--- src/hw/pin_ctrl_pkg.sv ---
`default_nettype none

package pin_ctrl_pkg;

  localparam int DATA_W = 32;  // bus data width, also used for time and rate values
  localparam int ADDR_W = 16;  // upper byte picks the channel, lower byte the register

  localparam logic [7:0] GLOBAL_SEL = 8'd255;  // upper address byte of the global block

  // register offsets in the lower address byte
  localparam logic [7:0] REG_GLOBAL_CMD   = 8'd0;
  localparam logic [7:0] REG_PHASE_INC    = 8'd1;
  localparam logic [7:0] REG_END_TIME     = 8'd2;
  localparam logic [7:0] REG_LOCAL_CMD    = 8'd3;
  localparam logic [7:0] REG_SAMPLE_RATE  = 8'd4;
  localparam logic [7:0] REG_SAMPLE_VALUE = 8'd5;
  localparam logic [7:0] REG_REC_START    = 8'd6;
  localparam logic [7:0] REG_SAMPLE_COUNT = 8'd7;
  localparam logic [7:0] REG_STATUS       = 8'd8;

  // commands written to REG_LOCAL_CMD of a channel
  localparam logic [DATA_W-1:0] CMD_CONST  = 32'd2;
  localparam logic [DATA_W-1:0] CMD_SQUARE = 32'd3;
  localparam logic [DATA_W-1:0] CMD_STREAM = 32'd4;
  localparam logic [DATA_W-1:0] CMD_RESET  = 32'd5;

  // commands written to REG_GLOBAL_CMD of the global block
  localparam logic [DATA_W-1:0] GCMD_START = 32'd1;
  localparam logic [DATA_W-1:0] GCMD_STOP  = 32'd2;
  localparam logic [DATA_W-1:0] GCMD_CLEAR = 32'd3;

  typedef struct packed {
    logic              wr;     // one-cycle write strobe
    logic              rd;     // one-cycle read strobe
    logic [ADDR_W-1:0] addr;
    logic [DATA_W-1:0] wdata;
  } bus_req_t;

  typedef struct packed {
    logic [15:0] count;    // samples taken so far
    logic [14:0] channel;  // index of the channel that sent it
    logic        value;    // last sampled pin level
  } sample_rec_t;

  // one-hot channel state
  typedef enum logic [3:0] {
    IDLE       = 4'b0001,
    CONST_OUT  = 4'b0010,
    SQUARE_OUT = 4'b0100,
    STREAM_IN  = 4'b1000
  } chan_state_t;

endpackage

`default_nettype wire

--- src/hw/bus_decoder.sv ---
`timescale 1ns/100ps
`default_nettype none

module bus_decoder
  import pin_ctrl_pkg::*;
#(
  parameter int N_PINS = 4
) (
  input  logic                   clk,
  input  logic                   reset,
  input  bus_req_t               bus_req,
  output bus_req_t               chan_req,
  output logic [N_PINS-1:0]      chan_sel,
  output logic                   global_wr,
  output logic [DATA_W-1:0]      global_data,
  input  logic [N_PINS-1:0][15:0] chan_rd_data,
  output logic [15:0]            rd_data,
  output logic                   rd_valid
);

  bus_req_t req_q;

  always_ff @(posedge clk) begin
    if (reset) begin
      req_q <= '0;
    end else begin
      req_q <= bus_req;
    end
  end

  assign chan_req = req_q;  // every channel sees the same registered request

  always_comb begin
    for (int i = 0; i < N_PINS; i++) begin
      chan_sel[i] = (req_q.addr[15:8] == 8'(i));
    end
  end

  assign global_wr   = req_q.wr && req_q.addr[15:8] == GLOBAL_SEL &&
                       req_q.addr[7:0] == REG_GLOBAL_CMD;
  assign global_data = req_q.wdata;

  // channel read data is registered once more inside the channel
  always_ff @(posedge clk) begin
    if (reset) begin
      rd_valid <= 1'b0;
    end else begin
      rd_valid <= req_q.rd;
    end
  end

  always_comb begin
    rd_data = '0;
    for (int i = 0; i < N_PINS; i++) begin
      rd_data = rd_data | chan_rd_data[i];  // unselected channels return zero
    end
  end

endmodule

`default_nettype wire

--- src/hw/phase_accumulator.sv ---
`timescale 1ns/100ps
`default_nettype none

module phase_accumulator
  import pin_ctrl_pkg::*;
(
  input  logic              clk,
  input  logic              reset,
  input  logic [DATA_W-1:0] phase_inc,
  input  logic              clear,
  input  logic              force_high,
  output logic              phase_msb
);

  logic [DATA_W-1:0] phase;

  // output frequency is about f_clk * phase_inc / 2^32
  always_ff @(posedge clk) begin
    if (reset) begin
      phase <= '0;
    end else if (clear) begin
      phase <= '0;
    end else if (force_high) begin
      phase <= '1;  // all ones keeps the msb high for a constant level
    end else begin
      phase <= phase + phase_inc;
    end
  end

  assign phase_msb = phase[DATA_W-1];

endmodule

`default_nettype wire

--- src/hw/pin_channel.sv ---
`timescale 1ns/100ps
`default_nettype none

module pin_channel
  import pin_ctrl_pkg::*;
#(
  parameter int unsigned POSITION = 0
) (
  input  logic              clk,
  input  logic              reset,
  input  bus_req_t          req,
  input  logic              sel,
  input  logic [DATA_W-1:0] current_time,
  input  logic [7:0]        scan_sel,
  output logic [15:0]       rd_data,
  output sample_rec_t       sample_rec,
  output logic              rec_valid,
  output logic              pin_out,
  output logic              pin_oe,
  input  logic              pin_in
);

  chan_state_t       state;
  chan_state_t       next_state;
  logic [DATA_W-1:0] command;
  logic [DATA_W-1:0] phase_inc;
  logic [DATA_W-1:0] end_time;
  logic [DATA_W-1:0] rec_start;
  logic [DATA_W-1:0] sample_rate;
  logic [DATA_W-1:0] rate_cnt;     // counts down to the next sample
  logic              sample_value;
  logic [15:0]       sample_count;
  logic              wr_en;
  logic              time_run;
  logic              in_window;
  logic              clear_cmd;
  logic              clear_rec;
  logic              clear_smp;
  logic              load_rate;
  logic              take_smp;
  logic              dec_rate;
  logic              clear_acc;
  logic              force_high;

  assign wr_en     = sel && req.wr;
  assign time_run  = (current_time != '0);
  assign in_window = (rec_start != '0) && (rec_start < current_time) &&
                     (current_time <= end_time);

  // the host keeps one idle cycle between writes, so a clear from the FSM
  // and a new command never meet in the same cycle
  always_ff @(posedge clk) begin
    if (reset) begin
      command <= '0;
    end else if (clear_cmd) begin
      command <= '0;
    end else if (wr_en && req.addr[7:0] == REG_LOCAL_CMD) begin
      command <= req.wdata;
    end
  end

  always_ff @(posedge clk) begin
    if (reset) begin
      phase_inc   <= '0;
      end_time    <= '0;
      sample_rate <= '0;
      rec_start   <= '0;
    end else begin
      if (wr_en && req.addr[7:0] == REG_PHASE_INC) phase_inc <= req.wdata;
      if (wr_en && req.addr[7:0] == REG_END_TIME) end_time <= req.wdata;
      if (wr_en && req.addr[7:0] == REG_SAMPLE_RATE) sample_rate <= req.wdata;
      if (clear_rec) begin
        rec_start <= '0;  // a finished window does not restart
      end else if (wr_en && req.addr[7:0] == REG_REC_START) begin
        rec_start <= req.wdata;
      end
    end
  end

  always_ff @(posedge clk) begin
    if (reset) begin
      state <= IDLE;
    end else begin
      state <= next_state;
    end
  end

  always_comb begin
    next_state = state;
    clear_cmd  = 1'b0;
    clear_rec  = 1'b0;
    clear_smp  = 1'b0;
    load_rate  = 1'b0;
    take_smp   = 1'b0;
    dec_rate   = 1'b0;
    case (state)
      IDLE: begin
        load_rate = 1'b1;
        if (!time_run) begin
          next_state = IDLE;  // nothing happens before the timebase runs
        end else if (in_window) begin
          next_state = STREAM_IN;
        end else if (command != '0) begin
          clear_cmd = 1'b1;
          if (command == CMD_CONST) next_state = CONST_OUT;
          else if (command == CMD_SQUARE) next_state = SQUARE_OUT;
          else if (command == CMD_STREAM) next_state = STREAM_IN;
        end
      end
      CONST_OUT: begin
        if (command == CMD_RESET || current_time >= end_time) begin
          clear_cmd  = 1'b1;
          next_state = IDLE;
        end
      end
      SQUARE_OUT: begin
        // a zero end time means run until reset
        if (command == CMD_RESET || (end_time != '0 && current_time >= end_time)) begin
          clear_cmd  = 1'b1;
          next_state = IDLE;
        end
      end
      STREAM_IN: begin
        if (rate_cnt == 1) take_smp = 1'b1;
        else dec_rate = 1'b1;
        if (command == CMD_RESET) begin
          clear_cmd  = 1'b1;
          clear_rec  = 1'b1;
          clear_smp  = 1'b1;
          next_state = IDLE;
        end else if (end_time != '0 && current_time >= end_time) begin
          clear_rec  = 1'b1;  // count stays readable after the window
          next_state = IDLE;
        end
      end
      default: next_state = IDLE;
    endcase
  end

  always_ff @(posedge clk) begin
    if (reset || clear_smp) begin
      rate_cnt     <= '0;
      sample_value <= 1'b0;
      sample_count <= '0;
    end else begin
      if (load_rate || take_smp) rate_cnt <= sample_rate;
      else if (dec_rate) rate_cnt <= rate_cnt - 1'b1;
      if (take_smp) begin
        sample_value <= pin_in;
        sample_count <= sample_count + 1'b1;
      end
    end
  end

  // preload all ones before the first CONST_OUT cycle so the pin starts high
  assign force_high = (next_state == CONST_OUT);
  assign clear_acc  = (state == CONST_OUT || state == SQUARE_OUT) && next_state == IDLE;

  phase_accumulator u_phase (
    .clk       (clk),
    .reset     (reset),
    .phase_inc (phase_inc),
    .clear     (clear_acc),
    .force_high(force_high),
    .phase_msb (pin_out)
  );

  assign pin_oe = (state == CONST_OUT) || (state == SQUARE_OUT);

  always_ff @(posedge clk) begin
    if (reset) begin
      rd_data <= '0;
    end else if (sel && req.rd) begin
      case (req.addr[7:0])
        REG_SAMPLE_VALUE: rd_data <= {15'b0, sample_value};
        REG_SAMPLE_COUNT: rd_data <= sample_count;
        REG_STATUS:       rd_data <= 16'(POSITION);
        default:          rd_data <= '0;
      endcase
    end else begin
      rd_data <= '0;  // zero lets the decoder OR all channels
    end
  end

  always_ff @(posedge clk) begin
    if (reset) begin
      rec_valid <= 1'b0;
    end else begin
      rec_valid <= (scan_sel == 8'(POSITION));
    end
  end

  always_ff @(posedge clk) begin
    sample_rec <= '{count: sample_count, channel: 15'(POSITION), value: sample_value};
  end

endmodule

`default_nettype wire

--- src/hw/pin_ctrl_top.sv ---
`timescale 1ns/100ps
`default_nettype none

module pin_ctrl_top
  import pin_ctrl_pkg::*;
#(
  parameter int N_PINS = 4
) (
  input  logic              clk,
  input  logic              reset,
  input  bus_req_t          bus_req,
  output logic [15:0]       rd_data,
  output logic              rd_valid,
  output sample_rec_t       sample_out,
  output logic              sample_valid,
  output logic [N_PINS-1:0] pin_out,
  output logic [N_PINS-1:0] pin_oe,
  input  logic [N_PINS-1:0] pin_in
);

  bus_req_t                  chan_req;
  logic [N_PINS-1:0]         chan_sel;
  logic                      global_wr;
  logic [DATA_W-1:0]         global_data;
  logic [N_PINS-1:0][15:0]   chan_rd_data;
  logic [DATA_W-1:0]         current_time;
  logic [7:0]                scan_sel;
  sample_rec_t [N_PINS-1:0]  chan_recs;
  logic [N_PINS-1:0]         chan_valid;

  bus_decoder #(.N_PINS(N_PINS)) u_decoder (
    .clk         (clk),
    .reset       (reset),
    .bus_req     (bus_req),
    .chan_req    (chan_req),
    .chan_sel    (chan_sel),
    .global_wr   (global_wr),
    .global_data (global_data),
    .chan_rd_data(chan_rd_data),
    .rd_data     (rd_data),
    .rd_valid    (rd_valid)
  );

  time_base u_time (
    .clk         (clk),
    .reset       (reset),
    .cmd_wr      (global_wr),
    .cmd         (global_data),
    .current_time(current_time)
  );

  sample_scanner #(.N_PINS(N_PINS)) u_scanner (
    .clk         (clk),
    .reset       (reset),
    .scan_sel    (scan_sel),
    .chan_recs   (chan_recs),
    .chan_valid  (chan_valid),
    .sample_out  (sample_out),
    .sample_valid(sample_valid)
  );

  for (genvar i = 0; i < N_PINS; i++) begin : g_chan
    pin_channel #(.POSITION(i)) u_chan (
      .clk         (clk),
      .reset       (reset),
      .req         (chan_req),
      .sel         (chan_sel[i]),
      .current_time(current_time),
      .scan_sel    (scan_sel),
      .rd_data     (chan_rd_data[i]),
      .sample_rec  (chan_recs[i]),
      .rec_valid   (chan_valid[i]),
      .pin_out     (pin_out[i]),
      .pin_oe      (pin_oe[i]),
      .pin_in      (pin_in[i])
    );
  end

endmodule

`default_nettype wire

--- src/hw/sample_scanner.sv ---
`timescale 1ns/100ps
`default_nettype none

module sample_scanner
  import pin_ctrl_pkg::*;
#(
  parameter int N_PINS = 4
) (
  input  logic                     clk,
  input  logic                     reset,
  output logic [7:0]               scan_sel,
  input  sample_rec_t [N_PINS-1:0] chan_recs,
  input  logic [N_PINS-1:0]        chan_valid,
  output sample_rec_t              sample_out,
  output logic                     sample_valid
);

  sample_rec_t merged;

  // one channel per cycle, wrapping after the last one
  always_ff @(posedge clk) begin
    if (reset) begin
      scan_sel <= '0;
    end else if (scan_sel == 8'(N_PINS - 1)) begin
      scan_sel <= '0;
    end else begin
      scan_sel <= scan_sel + 1'b1;
    end
  end

  // only the answering channel passes the mask
  always_comb begin
    merged = '0;
    for (int i = 0; i < N_PINS; i++) begin
      if (chan_valid[i]) merged = merged | chan_recs[i];
    end
  end

  always_ff @(posedge clk) begin
    if (reset) begin
      sample_valid <= 1'b0;
    end else begin
      sample_valid <= |chan_valid;
    end
  end

  always_ff @(posedge clk) begin
    sample_out <= merged;
  end

endmodule

`default_nettype wire

--- src/hw/time_base.sv ---
`timescale 1ns/100ps
`default_nettype none

module time_base
  import pin_ctrl_pkg::*;
(
  input  logic              clk,
  input  logic              reset,
  input  logic              cmd_wr,
  input  logic [DATA_W-1:0] cmd,
  output logic [DATA_W-1:0] current_time
);

  logic              run;    // timebase is counting
  logic [DATA_W-1:0] count;

  always_ff @(posedge clk) begin
    if (reset) begin
      run <= 1'b0;
    end else if (cmd_wr) begin
      if (cmd == GCMD_START) begin
        run <= 1'b1;
      end else if (cmd == GCMD_STOP) begin
        run <= 1'b0;
      end
    end
  end

  always_ff @(posedge clk) begin
    if (reset) begin
      count <= '0;
    end else if (cmd_wr && cmd == GCMD_CLEAR) begin
      count <= '0;  // clear wins over counting in the same cycle
    end else if (run) begin
      count <= count + 1'b1;
    end
  end

  // channels see zero while stopped, so they all hold still
  assign current_time = run ? count : '0;

endmodule

`default_nettype wire

--- config.mk ---
export PLATFORM = sky130hd
export DESIGN_NAME = pin_ctrl_top
export DESIGN_NICKNAME = d
export VERILOG_FILES = /design/src/hw/pin_ctrl_pkg.sv /design/src/hw/bus_decoder.sv /design/src/hw/phase_accumulator.sv /design/src/hw/pin_channel.sv /design/src/hw/pin_ctrl_top.sv /design/src/hw/sample_scanner.sv /design/src/hw/time_base.sv
export SDC_FILE = /design/constraint.sdc
export NUM_CORES = 2
export LEC_CHECK = 0
export BUFFER_PORTS_ARGS = -buffer_cell sky130_fd_sc_hd__clkbuf_2
export CORE_ASPECT_RATIO = 0.75
export CORE_MARGIN = 2
export CORE_UTILIZATION = 31
export CTS_CLUSTER_DIAMETER = 100
export DETAILED_ROUTE_END_ITERATION = 10
export MAX_ROUTING_LAYER = met4
export PLACE_DENSITY = 0.52
export SETUP_SLACK_MARGIN = 0.05
export SLEW_MARGIN = 20
export SYNTH_ARGS = -nofsm -noshare
export SYNTH_HDL_FRONTEND = slang
export SYNTH_SLANG_ARGS = --single-unit
--- constraint.sdc ---
create_clock -name clk -period 4.7 [get_ports clk]
set_input_delay 0.94 -clock clk [delete_from_list [all_inputs] [get_ports clk]]
set_output_delay 0.94 -clock clk [all_outputs]
set_load 0.03 [all_outputs]
==> parameters.txt <==
Parameter                              Value

Floorplan
  Die Y ... 380 um
  Overall die width ... 505 um
  Standard cell core area ... 186000 um2
  Total number of placement rows ... 137
  Top Ports ... 114
  Die area ... 192000 um2
  Initial core utilization ... 31.3%

Place
  Post-detail-place hpwl ... 128000 um
  Number of input and output port buffers inserted ... 100
  Gpl congestion ... 0.943

Clock network
  Clock slew seen by the registers of the worst setup and hold paths ... 0.06 ns
  Total number of clock tree sinks ... 1228
  Root Buffer ... sky130_fd_sc_hd__clkbuf_16
  Clk Latency, worst-skew pair ... 0.82 ns
  CTS H-Tree Depth ... 4
  Clock tree from TritonCTS ... yes
  Number of buffers inserted during clock tree synthesis ... 137
  Number of buffers between clock root and the deepest sink ... 3
  CTS hold repair buffers ... 0

Global route
  Global-route total usage across every layer ... 20.8%
  GR Util met3 ... 3.24%
  Global-route wire length before repair ... 301000 um
  Met2 routing resource usage after global routing ... 30.2%
  Largest net degree at the start of global routing ... 129
  GR Layer Usage met1 ... 30.0%
  Number of antenna violations at the first check in global routing ... 13
  Most Used Layer, Global Route ... met2
  Number of global-route vias before repair ... 47561
  Total grt overflow ... 0

Logic synthesis
  Total standard cell area after synthesis ... 58300 um2
  Library cell occupying the most area in the post-synthesis netlist ... sky130_fd_sc_hd__dfxtp_1
  Dominant combinational cell family by area after synthesis ... simple AND/OR/NAND/NOR gates
  Most used flip-flop cell after synthesis ... sky130_fd_sc_hd__dfxtp_1
  XOR/XNOR share of the synthesized area ... 2.96%
  Count of synthesis-stage warnings from yosys ... 0
  Cell variety after synth ... 94
  Fraction of registers with async set/reset ... 0%
  Top area cells in the synthesized netlist ... sky130_fd_sc_hd__dfxtp_1, sky130_fd_sc_hd__nand2_1, sky130_fd_sc_hd__a21oi_1
  Post-synthesis sequential element count ... 1228
  Post-synth top area share ... 42.2%
  Share of the yosys chip area belonging to registers ... 42.2%
  Share of synthesized area spent on multiplexers ... 1.43%
  Average cell area after synthesis ... 8.02 um2
  Post-Synthesis Cells ... 7270
  Synth Area in Adders ... 8.44%
  Number of enable flip-flop cells after synthesis ... 0
  Simple-gate share of the synthesized area ... 22.6%
  Compound-Gate Fraction of Synth Area ... 17.7%

Status
  Outcome ... completed

Drt
  Via-to-Cell Ratio ... 5.23
  Final wirelength ... 200000 um
  DRC Markers ... 0
  Number of detailed-route iterations in the first pass ... 5
  Average wire per cell in the routed design ... 20.3 um
  Via Count ... 51366
  Starting DRC count in detailed routing ... 4969
  ANT nets after route ... 0

Critical path
  CP Data Required Time ... 5.39 ns
  Kind of end point of the critical path ... register
  Crit start category ... register
  Maximum fanout along the worst path ... 42
  Critical Setup Path Class ... register to register
  FF-to-FF setup slack ... 0.25 ns
  Worst r2r path cells ... 14
  CP Data Arrival Time ... 5.14 ns
  Reg-to-reg critical path endpoint ... g_chan[1].u_chan.rec_start[15]
  Launch instance of the worst register-to-register path ... u_time.run

Worst hold path
  Worst hold endpoint ... u_decoder.global_data[4]
  Worst hold path depth ... 2
  Start point of the worst hold path ... bus_req[4]
  Worst hold path class ... primary input to register

Job
  MaxCap Viol Count ... 0

Finish
  Leading cell type in the layout, fill and taps excluded ... sky130_fd_sc_hd__nand2_1
  Most frequent cells in the layout ... sky130_fd_sc_hd__nand2_1, sky130_fd_sc_hd__dfxtp_1, sky130_fd_sc_hd__a21oi_1, sky130_fd_sc_hd__nor2_1, sky130_fd_sc_hd__ha_1
  Core utilization of the finished layout ... 35.6%
  NumNets Final ... 7658
  Share of layout cells above drive strength 1 ... 8.09%
  Layout overhead on the synthesized area ... 13.7%

Power and ir drop
  Largest vdd supply drop ... 0.000266 V
  Leakage ... 0.0262 uW
  Pwr dens ... 340 nW/um2

Timing
  Share of the clock period used by the worst path after layout ... 94.6%
  Pins Over Slew Limit ... 0
  Worst-case clock skew ... 0.0686 ns
  Max Freq ... 225 MHz
  Worst rel slew slack ... 28.9%
  Clock period minus final worst setup slack ... 4.45 ns
  Hold Violations, Final ... 0
  Unrepaired setup endpoints after global routing ... false
  Final setup violation count ... 0
  Setup Total Neg Slack ... 0 ns
  Transition time at the pin with the least slew margin ... 1.06 ns
[what timing repair did]
item	4_1_cts	5_1_grt
resized for setup	0	3
setup endpoints to repair	0	69
setup buffers	0	0
[routing by layer]
layer | share of wire, % | vias to the layer above
li1 | - | 25010
met1 | 48 | 24552
met2 | 43 | 1564
met3 | 6.9 | 240
met4 | 2.1 | 0
met5 | 0 | -
[registers in the layout (all words and copies together), names as in the netlist, 16 cells and up]
name	cells
g_chan.u_chan.phase_inc	128
g_chan.u_chan.u_phase.phase	128
u_time.count	32
u_scanner.sample_out	19
g_chan.u_chan.command	128
u_decoder.chan_req	18
g_chan.u_chan.sample_rec	68
u_decoder.global_data	32
g_chan.u_chan.state	16
g_chan.u_chan.end_time	128
g_chan.u_chan.rec_start	128
g_chan.u_chan.sample_rate	128
g_chan.u_chan.rate_cnt	128
g_chan.u_chan.sample_count	64
g_chan.u_chan.rd_data	64
[cells in the mapped netlist, types with 18 or more instances]
cell	count
sky130_fd_sc_hd__a21o_1	126
sky130_fd_sc_hd__a31oi_1	24
sky130_fd_sc_hd__nand3_1	119
sky130_fd_sc_hd__nor2b_1	89
sky130_fd_sc_hd__xor2_1	121
sky130_fd_sc_hd__nand2b_1	26
sky130_fd_sc_hd__o31ai_1	22
sky130_fd_sc_hd__o21a_1	29
sky130_fd_sc_hd__buf_2	31
sky130_fd_sc_hd__clkbuf_1	373
sky130_fd_sc_hd__a221oi_1	18
sky130_fd_sc_hd__or3_1	49
sky130_fd_sc_hd__a22oi_1	67
sky130_fd_sc_hd__nand3b_1	21
sky130_fd_sc_hd__and2_1	77
sky130_fd_sc_hd__and3_1	38
sky130_fd_sc_hd__buf_4	30
sky130_fd_sc_hd__a211oi_1	73
sky130_fd_sc_hd__nand2_1	1504
sky130_fd_sc_hd__o21ai_0	283
sky130_fd_sc_hd__dfxtp_1	1228
sky130_fd_sc_hd__inv_1	240
sky130_fd_sc_hd__or4_1	36
sky130_fd_sc_hd__mux2i_1	80
sky130_fd_sc_hd__nor2_1	481
sky130_fd_sc_hd__or2_2	25
sky130_fd_sc_hd__o211ai_1	19
sky130_fd_sc_hd__nor4_1	131
sky130_fd_sc_hd__a21oi_1	979
sky130_fd_sc_hd__ha_1	385
sky130_fd_sc_hd__xnor2_1	76
sky130_fd_sc_hd__nor3_1	134
sky130_fd_sc_hd__nand4_1	110
sky130_fd_sc_hd__o21bai_1	18
sky130_fd_sc_hd__o22ai_1	20
[report_power, final]
group | internal, uW | total (uW) | leakage (uW) | switching [uW]
clock network | 6530 | 11400 | 0.00234 | 4880
registers | 10400 | 10500 | 0.00991 | 45.1
logic | 99.8 | 653 | 0.0139 | 554
[final cells by class]
type,instances,area (um2)
well taps,2502,3130
repair buffers,235,1590
inverters,240,901
fillers,19323,120000
flip-flops and latches,1228,24600
clock inverters,63,1010
clock buffers,183,3830
diodes,3,7.51
multi-input cells,5371,31200
[worst max-delay path, cell delays in order, from the launching register on]
cell and delay (ns):
sky130_fd_sc_hd__dfxtp_1 0.40, sky130_fd_sc_hd__buf_12 0.24, sky130_fd_sc_hd__nand2_1 0.30, sky130_fd_sc_hd__inv_1 0.34, sky130_fd_sc_hd__ha_1 0.30, sky130_fd_sc_hd__a21o_1 0.19
sky130_fd_sc_hd__a21o_1 0.18, sky130_fd_sc_hd__a221oi_1 0.33, sky130_fd_sc_hd__o211ai_1 0.21, sky130_fd_sc_hd__a211o_1 0.29, sky130_fd_sc_hd__a2111o_1 0.47, sky130_fd_sc_hd__nand2_1 0.14
sky130_fd_sc_hd__nor2_1 0.06, sky130_fd_sc_hd__or2_2 0.58, sky130_fd_sc_hd__a21oi_1 0.27
[cell families after synthesis]
| kind of cell | after synthesis |
|---|---|
| compound gates | 1782 |
| xor+xnor | 197 |
| fa+ha+maj | 391 |
| buf+inv | 683 |
| flops | 1228 |
| mux | 83 |
| other cells | 1 |
| simple gates | 2905 |
[worst max-delay path by stage]
stage                                endpoint  cells after the start  slack, ns  startpoint
2_1_floorplan    g_chan[2].u_chan.command[10]                     19       0.85  u_time.run
4_1_cts           g_chan[3].u_chan.command[6]                     14       0.23  u_time.run
3_5_place_dp     g_chan[3].u_chan.command[13]                     14       0.27  u_time.run
3_3_place_gp     g_chan[3].u_chan.command[16]                     14       0.35  u_time.run
5_1_grt        g_chan[1].u_chan.rec_start[28]                     14       0.06  u_time.run
6_report       g_chan[1].u_chan.rec_start[15]                     14       0.25  u_time.run
[stage by stage]
step                      cells  total power (uW)  instance area, um2  worst slack (ns)  hold WS, ns
after floorplan            7282             11000               58400             0.852        0.347
after global placement     9575             11400               61400             0.351        0.354
final                      9825             22600               66300             0.252        0.342
after global routing       9824             23300               66300            0.0602        0.314
after CTS                  9822             22800               66300             0.229        0.284
after detailed placement   9576             11400               61400             0.266        0.360
No activity file was read; power rests on OpenSTA's default activity.
